<file path="config.mk">
export PLATFORM = sky130hd
export DESIGN_NAME = gat_dmvm_regs
export DESIGN_NICKNAME = d
export VERILOG_FILES = /design/src/rtl/gat_pkg.sv /design/src/rtl/gat_dmvm_regs.sv
export SDC_FILE = /design/constraint.sdc
export NUM_CORES = 1
export LEC_CHECK = 0
export BUFFER_PORTS_ARGS = -buffer_cell sky130_fd_sc_hd__buf_2
export CAP_MARGIN = 20
export CORE_MARGIN = 4
export CORE_UTILIZATION = 50
export CTS_BUF_LIST = sky130_fd_sc_hd__clkbuf_4 sky130_fd_sc_hd__clkbuf_8 sky130_fd_sc_hd__clkbuf_16
export DETAILED_ROUTE_END_ITERATION = 10
export GPL_ROUTABILITY_DRIVEN = 1
export PLACE_DENSITY = 0.9
export RECOVER_POWER = 50
export SLEW_MARGIN = 5
export SYNTH_ARGS = -nofsm -noshare
export SYNTH_HDL_FRONTEND = slang
export SYNTH_SLANG_ARGS = --single-unit
</file>
<file path="constraint.sdc">
create_clock -name clk -period 1.66 [get_ports clk]
set_clock_uncertainty 0.15 [all_clocks]
set_input_delay 0.332 -clock clk [delete_from_list [all_inputs] [get_ports clk]]
set_output_delay 0.332 -clock clk [all_outputs]
set_load 0.05 [all_outputs]
</file>
<file path="src/rtl/gat_pkg.sv">
package gat_pkg;

  // sizes
  localparam int A_DEPTH   = 16;
  localparam int HALF_A    = 8;
  localparam int MAX_NODES = 8;
  localparam int WH_ROWS   = 64;
  localparam int ACT_SHIFT = 12;

  typedef logic signed [7:0]  a_elem_t;
  typedef logic signed [11:0] wh_elem_t;
  // product, tree sum and dot product share one width
  typedef logic signed [19:0] acc_t;
  typedef logic [7:0]         coef_t;
  typedef logic [3:0]         node_cnt_t;
  typedef logic [2:0]         node_idx_t;
  typedef logic [5:0]         wh_addr_t;

  // one ram word, features on top
  typedef struct packed {
    wh_elem_t [HALF_A-1:0] features;
    node_cnt_t             num_nodes;
    logic                  src_flag;
  } wh_row_t;

  // source half and neighbour half of a
  typedef struct packed {
    a_elem_t [HALF_A-1:0] a_src;
    a_elem_t [HALF_A-1:0] a_nbr;
  } a_vec_t;

  typedef coef_t [MAX_NODES-1:0] coef_vec_t;

  typedef enum logic [2:0] {
    IDLE,
    FETCH,
    WAIT_ROW,
    COMPUTE,
    FINISH
  } seq_state_t;

endpackage

</file>
<file path="src/rtl/gat_dmvm_regs.sv">
`timescale 1ns/1ps

module gat_dmvm_regs (
  input  logic                                clk,
  input  logic                                rst_n,
  input  logic                                a_we_i,
  input  logic [$clog2(gat_pkg::A_DEPTH)-1:0] a_idx_i,
  input  gat_pkg::a_elem_t                    a_data_i,
  input  logic                                base_we_i,
  input  gat_pkg::wh_addr_t                   base_data_i,
  output gat_pkg::a_vec_t                     a_vec_o,
  output gat_pkg::wh_addr_t                   base_addr_o
);

  gat_pkg::a_vec_t   a_vec_q;
  gat_pkg::wh_addr_t base_q;

  // attention weights
  always_ff @(posedge clk) begin
    if (!rst_n) begin
      a_vec_q <= '0;
    end else if (a_we_i) begin
      if (a_idx_i < gat_pkg::HALF_A) begin
        a_vec_q.a_src[a_idx_i] <= a_data_i;
      end else begin
        // upper indices go to the neighbour half
        a_vec_q.a_nbr[a_idx_i - gat_pkg::HALF_A] <= a_data_i;
      end
    end
  end

  // sub-graph base address
  always_ff @(posedge clk) begin
    if (!rst_n) begin
      base_q <= '0;
    end else if (base_we_i) begin
      base_q <= base_data_i;
    end
  end

  assign a_vec_o     = a_vec_q;
  assign base_addr_o = base_q;

endmodule

</file>
* Word level (Yosys, flattened, before mapping)
Cells that the tools add are included.
W data, S select, Z words.
** Word-level totals
- Output and inout port bits :: 134
- Memories kept :: 0
- Bits in read-only memories :: 0
- Latch bits :: 0
- Input port bits :: 22
- Bits in writable memories :: 0
- Logic and storage cells :: 34
- Register bits :: 134
** Operators by class
- Multipliers :: 0
- Reduce and logical (&&, ||, !) cells :: 4
- Order comparisons :: 5
- Shifts and indexed selects :: 0
- Add/sub/neg operators :: 1
- Equal/unequal tests :: 0
- Div/mod/pow operators :: 0
- Bitwise gates (word level) :: 1
- Multiplexer cells :: 6
** Operators with widths (count)
- $bwmux W64 :: 2
- $demux W8 S3 :: 2
- $ge A32 B1 Y1 const B :: 1
- $lt A32 B4 Y1 const B :: 1
- $mux W8 :: 2
- $lt A4 B4 Y1 const B :: 2
- $sub A4 B4 Y5 const B :: 1
- $ge A4 B1 Y1 const B :: 1
- $reduce_and A2 Y1 :: 2
- $logic_and A1 B1 Y1 :: 2
- $not A1 Y1 :: 1

* Depth between registers and ports, before layout
Gate-level depths: netlist of run 1.
- Depth in word-level cells :: 6
- Depth in mapped cells :: 5
- Mapped depth without buffers :: 3

* Least setup slack after synthesis of run 1
No wires, ideal clock.
- Path type :: in2reg
- Start :: input a_idx_i[2] in the netlist's numbering
- End :: register a_vec_q, in the netlist a_vec_o[74]
- Data required time :: 1.378 ns
- Arrival :: 1.273 ns
- Buffers on the path :: 2
- Stages on the path :: 4
- Setup slack :: 0.104 ns
- Setup time :: 0.132 ns
- Path through :: buf_2 or4b_4 buf_6 mux2i_1
** Between the ends
- Word-level cells in the longest chain between the ends :: 5
- Elaborated cells between the ends (all ways) :: 8
- Classes of those cells :: order compare (3); mux (3); reduce/logical (2)
** Ends and longest elaborated chain
- from (decl) :: line gat_dmvm_regs.sv:7 : input logic [$clog2(gat_pkg::A_DEPTH)-1:0] a_idx_i,
- $ge A4 B1 Y1 (implied by the code) or $lt A4 B4 Y1 (tied branches) :: line gat_dmvm_regs.sv:24, gat_dmvm_regs.sv:23
- $logic_and A1 B1 Y1 (implied by the code) :: line gat_dmvm_regs.sv:24 : a_vec_q.a_src[a_idx_i] <= a_data_i;
- $mux W8 (implied by the code) :: line gat_dmvm_regs.sv:24
- $demux W8 S3 :: line gat_dmvm_regs.sv:24
- $bwmux W64 :: line gat_dmvm_regs.sv:24
- to (decl) :: line gat_dmvm_regs.sv:15 : gat_pkg::a_vec_t a_vec_q;
Parallel ways exist; a longest one is shown, timed or not.
A chain may end at the register's enable or synchronous reset.

* Final worst setup path of run 1
- Start :: register a_vec_q, in the netlist a_vec_o[36]
- End :: output a_vec_o[36] in the netlist's numbering
** RTL lines
- to (decl) :: line gat_dmvm_regs.sv:11 : output gat_pkg::a_vec_t a_vec_o,
No word-level cell between the ends.

==> results of run 1 <==
-- Yosys cell counts --
library cell  instances
buf_6                 1
nand2_1             138
nor2b_1               6
nand2_2               1
buf_4                 1
clkbuf_1             24
nor2_1                1
nor2_2                6
nand2b_4              1
nand2b_1              3
nor3b_1               1
nand3_1               2
nand3b_1              2
or3_1                 1
or4b_4                1
buf_2                 6
dfxtp_1             134
or4_1                 1
nor3_4                3
nor4b_1               1
mux2i_1             134
-- timing repair --
| item | 4_1_cts | 5_1_grt |
|---|---|---|
| hold endpoints to repair | 6 | 0 |
| hold buffers | 6 | 0 |
| endpoints found under the setup margin | 1 | 12 |
| resized for setup | 1 | 12 |
| gates cloned | 0 | 0 |
-- state kept, by name, indices dropped and copies added (netlist names) --
register and count:
base_addr_o 6, a_vec_o 128
-- where the power goes --
group / total, mW / internal [mW] / switching, mW
Sequential: 3.29 / 3.26 / 0.0267
Combinational: 0.549 / 0.157 / 0.392
Clock: 3.82 / 2.35 / 1.47
-- layer usage --
layer  vias to the layer above  global-route usage
met1                      1920              0.2586
li1                       1899                   -
met3                        32             0.05900
met5                         -                   0
met2                       143              0.4468
met4                         0              0.1169
-- cell families (layout without fill, tap and decap cells) --
logic type,Yosys count,after routing,share of synthesized area
buf+inv,32,220,0.02825
flops,134,134,0.5457
mux,134,134,0.2728
simple gates,168,168,0.1532
-- final timing paths --
kind / startpoint / end / cells after the start
worst max-delay path: a_vec_o[36]$_SDFFE_PN0P_ / a_vec_o[36] / 1
worst min-delay path: rst_n / a_vec_o[25]$_SDFFE_PN0P_ / 3
worst max register to register: a_vec_o[67]$_SDFFE_PN0P_ / a_vec_o[67]$_SDFFE_PN0P_ / 2
worst min register to register: a_vec_o[41]$_SDFFE_PN0P_ / a_vec_o[41]$_SDFFE_PN0P_ / 2
-- per-stage QoR --
step | cells | instance area (sq um)
floorplan | 468 | 4916
global placement | 747 | 6063
detailed placement | 747 | 6063
CTS | 785 | 6735
global route | 785 | 6576
finish | 785 | 6576
-- area by class of cell --
class | instances | area, sq um | area share
clock inverter | 14 | 187.7 | 0.02854
clock buffer | 18 | 421.7 | 0.06412
multi-input combinational | 302 | 2042 | 0.3105
tap | 129 | 161.4 | 0.02454
timing repair buffer | 188 | 1081 | 0.1644
sequential | 134 | 2683 | 0.4079
==> flow_summary_export.csv, run 1 <==
group,metric,value,unit
power,p_leak,3.155,nW
die,die_h,107.2,um
die,ios,156,
place,gp_congestion,0.8430,
flow_run,drv_cap,0,
sta,holdWs,0.03367,ns
detailed_routing,wire_per_inst,17.44,um
logic_synthesis,synth_area_per_cell,10.50,sq um
sta,fin_crit_sh,0.9809,
cells_and_area,mostFrequentLayoutCells,"buf_2, nand2_1, mux2i_1, dfxtp_1, clkbuf_16",
grt,antenna_found_initial,0,
sta,rsz0062_at_grt,"no",
cells_and_area,nets,665,
setup_path,slowest_delay,0.36,ns
clock_network,cts_setup_buffers,0,
setup_path,path_buf_inv,1,
setup_path,r2r_slack,0.83,ns
grt,grt_usage,0.2433,
sta,worstMarginPinSlew,0.7030,ns
sta,fin_tns_setup,0,ns
sta,fin_ws,0.03171,ns
logic_synthesis,ys_ff_latch,134,
sta,slew_headroom,0.5313,
cells_and_area,fill_cells,723,
cells_and_area,drive_above_1_share,0.3110,
cells_and_area,area_growth,33.77,%
sta,setup_viol,0,
setup_path,path_class,"reg -> out",
die,initial_utilization,0.5221,
cells_and_area,n_antenna_cell,0,
detailed_routing,top_layer,"met4",
clock_network,cts-root-buf,"clkbuf_8",
die,dieArea,11480,sq um
die,coreArea,9415,sq um
clock_network,cts.path.max_buffers,2,
die,die_w,107.2,um
place,dp_hpwl,9198,um
logic_synthesis,seq_area_frac_synth,0.5457,
die,core.rowCount,35,
outcome,status,"complete, no violations",
place,pre_cts_ws,0.006836,ns
setup_path,start_kind,"register",
detailed_routing,routed_wl,13690,um
detailed_routing,m1WireLength,5266,um
logic_synthesis,synth_area_leaders,"dfxtp_1, mux2i_1, nand2_1, clkbuf_1, nor3_4",
sta,finalMaxSlewViolations,0,
setup_path,cp_slowest_cell,"dfxtp_1",
grt,grt_remaining_overflow,0,
logic_synthesis,synth_top_cell_area_share,0.5457,
clock_network,insertion_delay,0.50,ns
sta,min_period,1.628,ns
setup_path,worstPathArrival,1.15,ns
detailed_routing,vias,3994,
setup_path,crit_required,1.18,ns
logic_synthesis,synth_cell_types,21,
setup_path,critPathTopFamily,"flip-flops",
grt,grt_pass1_wl,21770,um
logic_synthesis,syn_inst,468,
detailed_routing,first_iter_violations,153,
detailed_routing,postRouteAntennaNets,0,
logic_synthesis,ys.warnings.count,0,
logic_synthesis,synth_area,4916,sq um
logic_synthesis,syn-num-nets,490,
grt,grt_pass1_vias,4294,
clock_network,cts_buffers,17,
power,powerDensity,1166,nW/um^2
detailed_routing,route.detailed.drc,0,
worst_hold_path,hold_path_class,"in -> reg",
detailed_routing,wl_met3,798,um
clock_network,cts.sinks,134,
detailed_routing,drt_first_pass_iters,4,
setup_path,cp_cell_sequence,"buf_2",
setup_path,crit_fanout,2,
clock_network,cts_tree,"done",
sta,max_freq,614.1,MHz
power,finalPower,7.666,mW
sta,hold_violations,0,
clock_network,cts.clk_slew.worst_paths,0.06,ns
setup_path,cp-end-kind,"output pin",
power,max-vdd-ir-drop,737.8,uV
detailed_routing,dr_wl_met2,7235,um
place,portBuffers,155,
detailed_routing,via_per_inst,5.088,
logic_synthesis,synth_top_cell_by_area,"dfxtp_1",
cells_and_area,final_common_cell,"buf_2",
cells_and_area,finalCoreUtilization,0.6985,
clock_network,htreeDepth,4,
grt,grt_max_degree,49,
No activity file was read; power rests on OpenSTA's default activity.
==> inputs of run 2 (changes only) <==
- ABC_AREA: default -> 1
- CORE_UTILIZATION: 50 -> 48
- CTS_BUF_LIST: sky130_fd_sc_hd__clkbuf_4 sky130_fd_sc_hd__clkbuf_8 sky130_fd_sc_hd__clkbuf_16 -> sky130_fd_sc_hd__clkbuf_2
- PLACE_DENSITY: 0.9 -> 0.86
==> run 2 against run 1 <==
Net effect: the flow now finishes with violations (negative setup slack); worst hold slack lost 0.012 ns; die area grew 11%; via count grew 48%; non-clock buffer count grew 53; largest cell class unchanged; sequential share of layout area shrank 7.4 points; critical path type unchanged; clock power shrank 42%; sequential power grew 3%; combinational power grew 100%; power shrank 13%; maximum frequency shrank 5.9%.
==> flow_summary_export.csv, run 2 <==
group,metric,value,unit
setup_path,worst-path-stages,1,
clock_network,cts_tree,"done",
setup_path,r2r-end,"a_vec_o[5]$_SDFFE_PN0P_",
logic_synthesis,synth_cell_types,21,
setup_path,cp_slowest_cell,"dfxtp_4",
setup_path,crit_required,1.18,ns
die,core.rowCount,38,
power,p_int,4.707,mW
detailed_routing,vias,5904,
place,gp_congestion,0.8232,
logic_synthesis,synth_area,5305,sq um
cells_and_area,mostFrequentLayoutCells,"nor2_1, nand2_1, dfxtp_2",
cells_and_area,nets,1009,
die,ios,156,
detailed_routing,wire_per_inst,16.93,um
logic_synthesis,ys_ff_latch,134,
power,max-vdd-ir-drop,709.7,uV
setup_path,cp_cell_sequence,"buf_8",
power,power.net_switching,2.001,mW
power,p_comb_frac,0.163,
flow_run,drv_cap,0,
sta,rsz0062_at_grt,"yes",
die,die_h,113.1,um
place,place_area,6381,sq um
detailed_routing,postRouteAntennaNets,0,
power,p_leak,3.900,nW
clock_network,htreeDepth,4,
worst_hold_path,hold_path_class,"in -> reg",
power,power_frac_clock,0.332,
cells_and_area,fin_area,8547,sq um
power,finalPower,6.707,mW
sta,fin_ws,-0.07096,ns
setup_path,worstPathArrival,1.25,ns
grt,grt_usage,0.2838,
detailed_routing,route.detailed.drc,0,
clock_network,cts.sinks,134,
setup_path,crit_fanout,2,
cells_and_area,fill_cells,673,
sta,setup_viol,136,
logic_synthesis,syn-num-nets,793,
logic_synthesis,ys.warnings.count,0,
logic_synthesis,seq_area_frac_synth,0.5057,
power,sequentialPowerShare,0.504,
die,coreArea,10840,sq um
setup_path,path_buf_inv,1,
logic_synthesis,synth_top_cell_area_share,0.5057,
setup_path,cp-endpoint,"a_vec_o[3]",
detailed_routing,drt_first_pass_iters,5,
cells_and_area,n_antenna_cell,0,
cells_and_area,stdcell_count,1140,
clock_network,cts_buffers,17,
grt,antenna_found_initial,1,
clock_network,cts.path.max_buffers,2,
outcome,violations,"negative setup slack",
logic_synthesis,yosysMostFrequentCell,"nor2_1",
detailed_routing,via_per_inst,5.179,
logic_synthesis,synth_edf_count,0,
setup_path,reg2reg_depth,6,
setup_path,slowest_delay,0.42,ns
setup_path,start_kind,"register",
logic_synthesis,synth_area_per_cell,6.881,sq um
cells_and_area,final_common_cell,"nor2_1",
grt,grt_remaining_overflow,0,
logic_synthesis,syn_inst,771,
die,initial_utilization,0.4894,
sta,fin_crit_sh,1.043,
sta,hold_violations,0,
sta,max_freq,577.7,MHz
sta,min_period,1.731,ns
cells_and_area,largest_reg_flops,128,
grt,grt_max_degree,44,
logic_synthesis,synth_area_leaders,"dfxtp_1, nor2_1, nand2_1, nand3_1, inv_1",
setup_path,r2r_start,"a_vec_o[5]$_SDFFE_PN0P_",
outcome,status,"finished with violations",
power,powerDensity,784.7,nW/um^2
grt,grt_pass1_vias,5709,
die,dieArea,12800,sq um
clock_network,cts.clk_slew.worst_paths,0.21,ns
power,sw_frac_of_total,0.2983,
grt,grt_pass1_wl,28750,um
logic_synthesis,synth_commonest_cells,"nor2_1, nand2_1, dfxtp_1",
logic_synthesis,async_flop_share,0,
place,portBuffers,155,
die,die_w,113.1,um
setup_path,r2r_slack,0.18,ns
sta,fin_tns_setup,-4.784,ns
cells_and_area,area_growth,61.11,%
cells_and_area,drive_above_1_share,0.3830,
place,dp.cells,1054,
detailed_routing,first_iter_violations,479,
setup_path,path_class,"reg -> out",
sta,worstMarginPinSlew,0.7349,ns
place,dp_hpwl,9966,um
setup_path,cp-startpoint,"a_vec_o[3]$_SDFFE_PN0P_",
sta,slew_headroom,0.5101,
sta,finalMaxSlewViolations,0,
clock_network,cts-root-buf,"clkbuf_2",
clock_network,insertion_delay,0.68,ns
detailed_routing,routed_wl,19300,um
setup_path,critPathTopFamily,"flip-flops",
logic_synthesis,synth_top_cell_by_area,"dfxtp_1",
setup_path,cp-end-kind,"output pin",
logic_synthesis,ys.flop_type,"dfxtp_1",
run 2: cell count changes after synthesis, sizes merged, moves of 3 or more:
cell,change
nor2b,-6
nand2b,-4
buf,+31
nand2,+75
inv,+30
nand4,+16
mux2i,-134
o21ai,+6
clkbuf,-19
nand3,+38
nor3,-3
nor2,+279
run 2: worst min-delay path by stage:
| stage | startpoint | end | slack, ns | cells past startpoint |
|---|---|---|---|---|
| after floorplan | base_data_i[0] | base_addr_o[0]$_SDFFE_PN0P_ | 0.32 | 2 |
| after global placement | a_vec_o[43]$_SDFFE_PN0P_ | a_vec_o[43]$_SDFFE_PN0P_ | 0.30 | 2 |
| after detailed placement | a_vec_o[98]$_SDFFE_PN0P_ | a_vec_o[98]$_SDFFE_PN0P_ | 0.32 | 2 |
| after CTS | a_idx_i[0] | a_vec_o[78]$_SDFFE_PN0P_ | 0.009 | 5 |
| after global routing | a_idx_i[2] | a_vec_o[98]$_SDFFE_PN0P_ | 0.02 | 5 |
| final | a_idx_i[2] | a_vec_o[99]$_SDFFE_PN0P_ | 0.02 | 5 |
run 2: cells by family (layout without fill, tap and decap cells):
family          Yosys count  in the layout  share of synthesized area
simple gates            556            556                     0.4250
compound gates            6              6                   0.005661
flops                   134            134                     0.5057
buf+inv                  75            304                    0.06367
run 2: power groups by stage:
stage | logic [mW] | clock network, mW | registers (mW)
finish | 1.10 | 2.23 | 3.38
global route | 1.16 | 2.38 | 3.39
CTS | 1.04 | 2.23 | 3.38
detailed placement | 0.853 | 0 | 3.41
global placement | 0.842 | 0 | 3.40
floorplan | 0.330 | 0 | 3.67
run 2: stage by stage:
stage            util  hold WS [ns]  setup WS [ns]
2_1_floorplan       -        0.3169         0.2114
3_3_place_gp   0.5886        0.3049         0.1112
3_5_place_dp   0.5886        0.3152        0.05939
4_1_cts        0.7686      0.009345       -0.09691
5_1_grt        0.7884       0.01609        -0.1586
6_report       0.7884       0.02150       -0.07096
run 2: timing repair:
item	4_1_cts	5_1_grt
buffers inserted	9	16
gates resized for setup	488	35
setup endpoints to repair	134	136
endpoints found under the hold margin	83	1
hold buffers	28	1
run 2: layout make-up:
class	instances	area, sq um	share of cell area
Clock buffer	18	90.09	0.01054
Clock inverter	14	183.9	0.02152
Inverter	31	117.6	0.01376
Multi-Input combinational cell	562	2272	0.2658
Sequential cell	134	2855	0.3341
Tap cell	140	175.2	0.02049
Timing Repair Buffer	241	2853	0.3338
run 2: per-layer routing:
layer  wire [um]  vias up  GRT usage
li1            -     2777          -
met1        7113     2766     0.3086
met2       10090      299     0.5142
met3        1547       60    0.09198
met4         542        2     0.1026
met5           7        -          0
==> inputs of run 3 (changes only) <==
- BUFFER_PORTS_ARGS: -buffer_cell sky130_fd_sc_hd__buf_2 -> -buffer_cell sky130_fd_sc_hd__buf_4
- CORE_ASPECT_RATIO: default -> 0.8
- HOLD_SLACK_MARGIN: default -> 0.05
==> run 3 against run 2 <==
Net effect: global-route usage fell by 1.0 points; clock-buffer cell count up 1; the flow still finishes with violations (negative setup slack); wire length down 1.3%; via count shrank 1.1%; maximum frequency decreased by 1.6%; flip-flop and latch count did not move; highest routed layer is now met4; first-iteration DRC count grew 11%; sequential power about the same; die area barely moved; clock power decreased by 28%; critical path type is now in -> reg.
==> flow_summary_export.csv, run 3 (synthesis gave the netlist of run 2 again) <==
group,metric,value,unit
detailed_routing,via_per_inst,5.129,
detailed_routing,postRouteAntennaNets,0,
grt,grt_usage,0.2734,
die,initial_utilization,0.4890,
detailed_routing,vias,5837,
sta,slew_headroom,0.3485,
power,powerDensity,717.7,nW/um^2
clock_network,htreeDepth,4,
clock_network,cts.clk_slew.worst_paths,0.18,ns
clock_network,cts_buffers,17,
detailed_routing,route.detailed.drc,0,
clock_network,cts.path.max_buffers,2,
die,coreArea,10850,sq um
setup_path,worstPathArrival,2.17,ns
die,dieArea,12810,sq um
sta,min_period,1.759,ns
die,core.rowCount,34,
power,p_leak,3.854,nW
detailed_routing,drt_first_pass_iters,5,
clock_network,cts.sinks,134,
detailed_routing,wire_per_inst,16.73,um
sta,max_freq,568.4,MHz
outcome,status,"finished with violations",
sta,hold_violations,0,
place,portBuffers,155,
grt,grt_pass1_wl,27420,um
grt,antenna_found_initial,0,
cells_and_area,fin_area,8489,sq um
setup_path,start_kind,"primary input",
flow_run,drv_cap,0,
die,die_h,102.0,um
setup_path,cp-end-kind,"register",
power,max-vdd-ir-drop,670.8,uV
cells_and_area,fill_cells,695,
setup_path,path_class,"in -> reg",
place,place_area,6709,sq um
cells_and_area,n_antenna_cell,0,
cells_and_area,area_growth,60.02,%
sta,finalMaxSlewViolations,0,
sta,setup_viol,131,
grt,grt_pass1_vias,5472,
sta,worstMarginPinSlew,0.9773,ns
clock_network,cts-root-buf,"clkbuf_2",
place,dp_hpwl,9691,um
sta,fin_tns_setup,-2.674,ns
setup_path,crit_fanout,14,
sta,fin_crit_sh,1.060,
sta,rsz0062_at_grt,"yes",
cells_and_area,finalCoreUtilization,0.7826,
setup_path,crit_required,2.07,ns
sta,fin_ws,-0.09924,ns
worst_hold_path,hold_path_class,"in -> reg",
cells_and_area,mostFrequentLayoutCells,"nor2_1, nand2_1, dfxtp_2",
outcome,violations,"negative setup slack",
cells_and_area,nets,1008,
grt,grt_max_degree,57,
clock_network,cts_tree,"done",
detailed_routing,first_iter_violations,531,
cells_and_area,drive_above_1_share,0.3803,
die,die_w,125.5,um
cells_and_area,final_common_cell,"nor2_1",
grt,grt_remaining_overflow,0,
clock_network,insertion_delay,0.66,ns
cells_and_area,largest_reg_flops,128,
detailed_routing,routed_wl,19040,um
place,gp_congestion,0.7640,
die,ios,156,
-- run 3: changes by cell type in the layout (fill, tap and decap cells not counted), moves of 3 or more --
cell	previous run	this run
buf_8	117	130
clkinv_4	3	0
buf_12	7	4
buf_4	41	52
clkbuf_2	23	26
buf_6	18	5
bufinv_16	4	1
buf_2	13	1
-- run 3: worst paths after layout --
kind              depth (start not counted)  slack, ns                   endpoint                       from
setup / recovery                          7       -0.1   a_vec_o[23]$_SDFFE_PN0P_                a_data_i[7]
hold / removal                            5       0.09   a_vec_o[35]$_SDFFE_PN0P_                 a_idx_i[2]
setup reg to reg                          6       0.08    a_vec_o[1]$_SDFFE_PN0P_    a_vec_o[1]$_SDFFE_PN0P_
hold reg to reg                           2       0.36  a_vec_o[127]$_SDFFE_PN0P_  a_vec_o[127]$_SDFFE_PN0P_
-- run 3: layout make-up --
class	instances	area [sq um]	area share
Timing Repair Buffer	239	2880	0.3393
Sequential cell	134	2855	0.3363
Multi-Input combinational cell	563	2297	0.2706
Tap cell	144	180.2	0.02122
Inverter	31	117.6	0.01385
Clock buffer	19	95.09	0.01120
Clock inverter	8	63.81	0.007517
-- run 3: routing by layer --
layer | vias to the layer above | global-route usage | share of wire
met5 | - | 0 | 0
met4 | 0 | 0.1058 | 0.042
met3 | 82 | 0.07941 | 0.089
met2 | 301 | 0.5152 | 0.53
met1 | 2676 | 0.2924 | 0.34
li1 | 2778 | - | -
-- run 3: worst max-delay path: stages --
cell,delay (ns)
dlygate4sd3_1,0.58
clkbuf_1,0.14
inv_1,0.07
clkbuf_1,0.73
nand3_1,0.17
nand2_1,0.11
nor2_1,0.04
-- run 3: through the flow --
stage | cells | hold WS, ns | total power [mW] | setup slack, ns
3_5_place_dp | 1053 | 0.3220 | 4.308 | 0.09199
3_3_place_gp | 1053 | 0.3121 | 4.293 | 0.1411
2_1_floorplan | 771 | 0.3169 | 4.001 | 0.2114
5_1_grt | 1138 | 0.05872 | 6.319 | -0.1388
6_report | 1138 | 0.09429 | 6.092 | -0.09924
4_1_cts | 1118 | 0.05451 | 6.032 | -0.08599
-- run 3: power breakdown --
part / internal, mW / total (mW) / leakage (nW) / switching (mW)
Combinational: 0.424 / 1.11 / 2.59 / 0.683
Sequential: 3.31 / 3.39 / 1.15 / 0.0778
Clock: 0.487 / 1.60 / 0.110 / 1.11
-- run 3: what timing repair did --
| item | 4_1_cts | 5_1_grt |
|---|---|---|
| hold buffers | 31 | 0 |
| pin swaps | 0 | 2 |
| endpoints found under the hold margin | 132 | 0 |
| gates resized for setup | 363 | 40 |
| setup endpoints to repair | 134 | 139 |
| setup buffers | 7 | 20 |
| cloned | 0 | 1 |
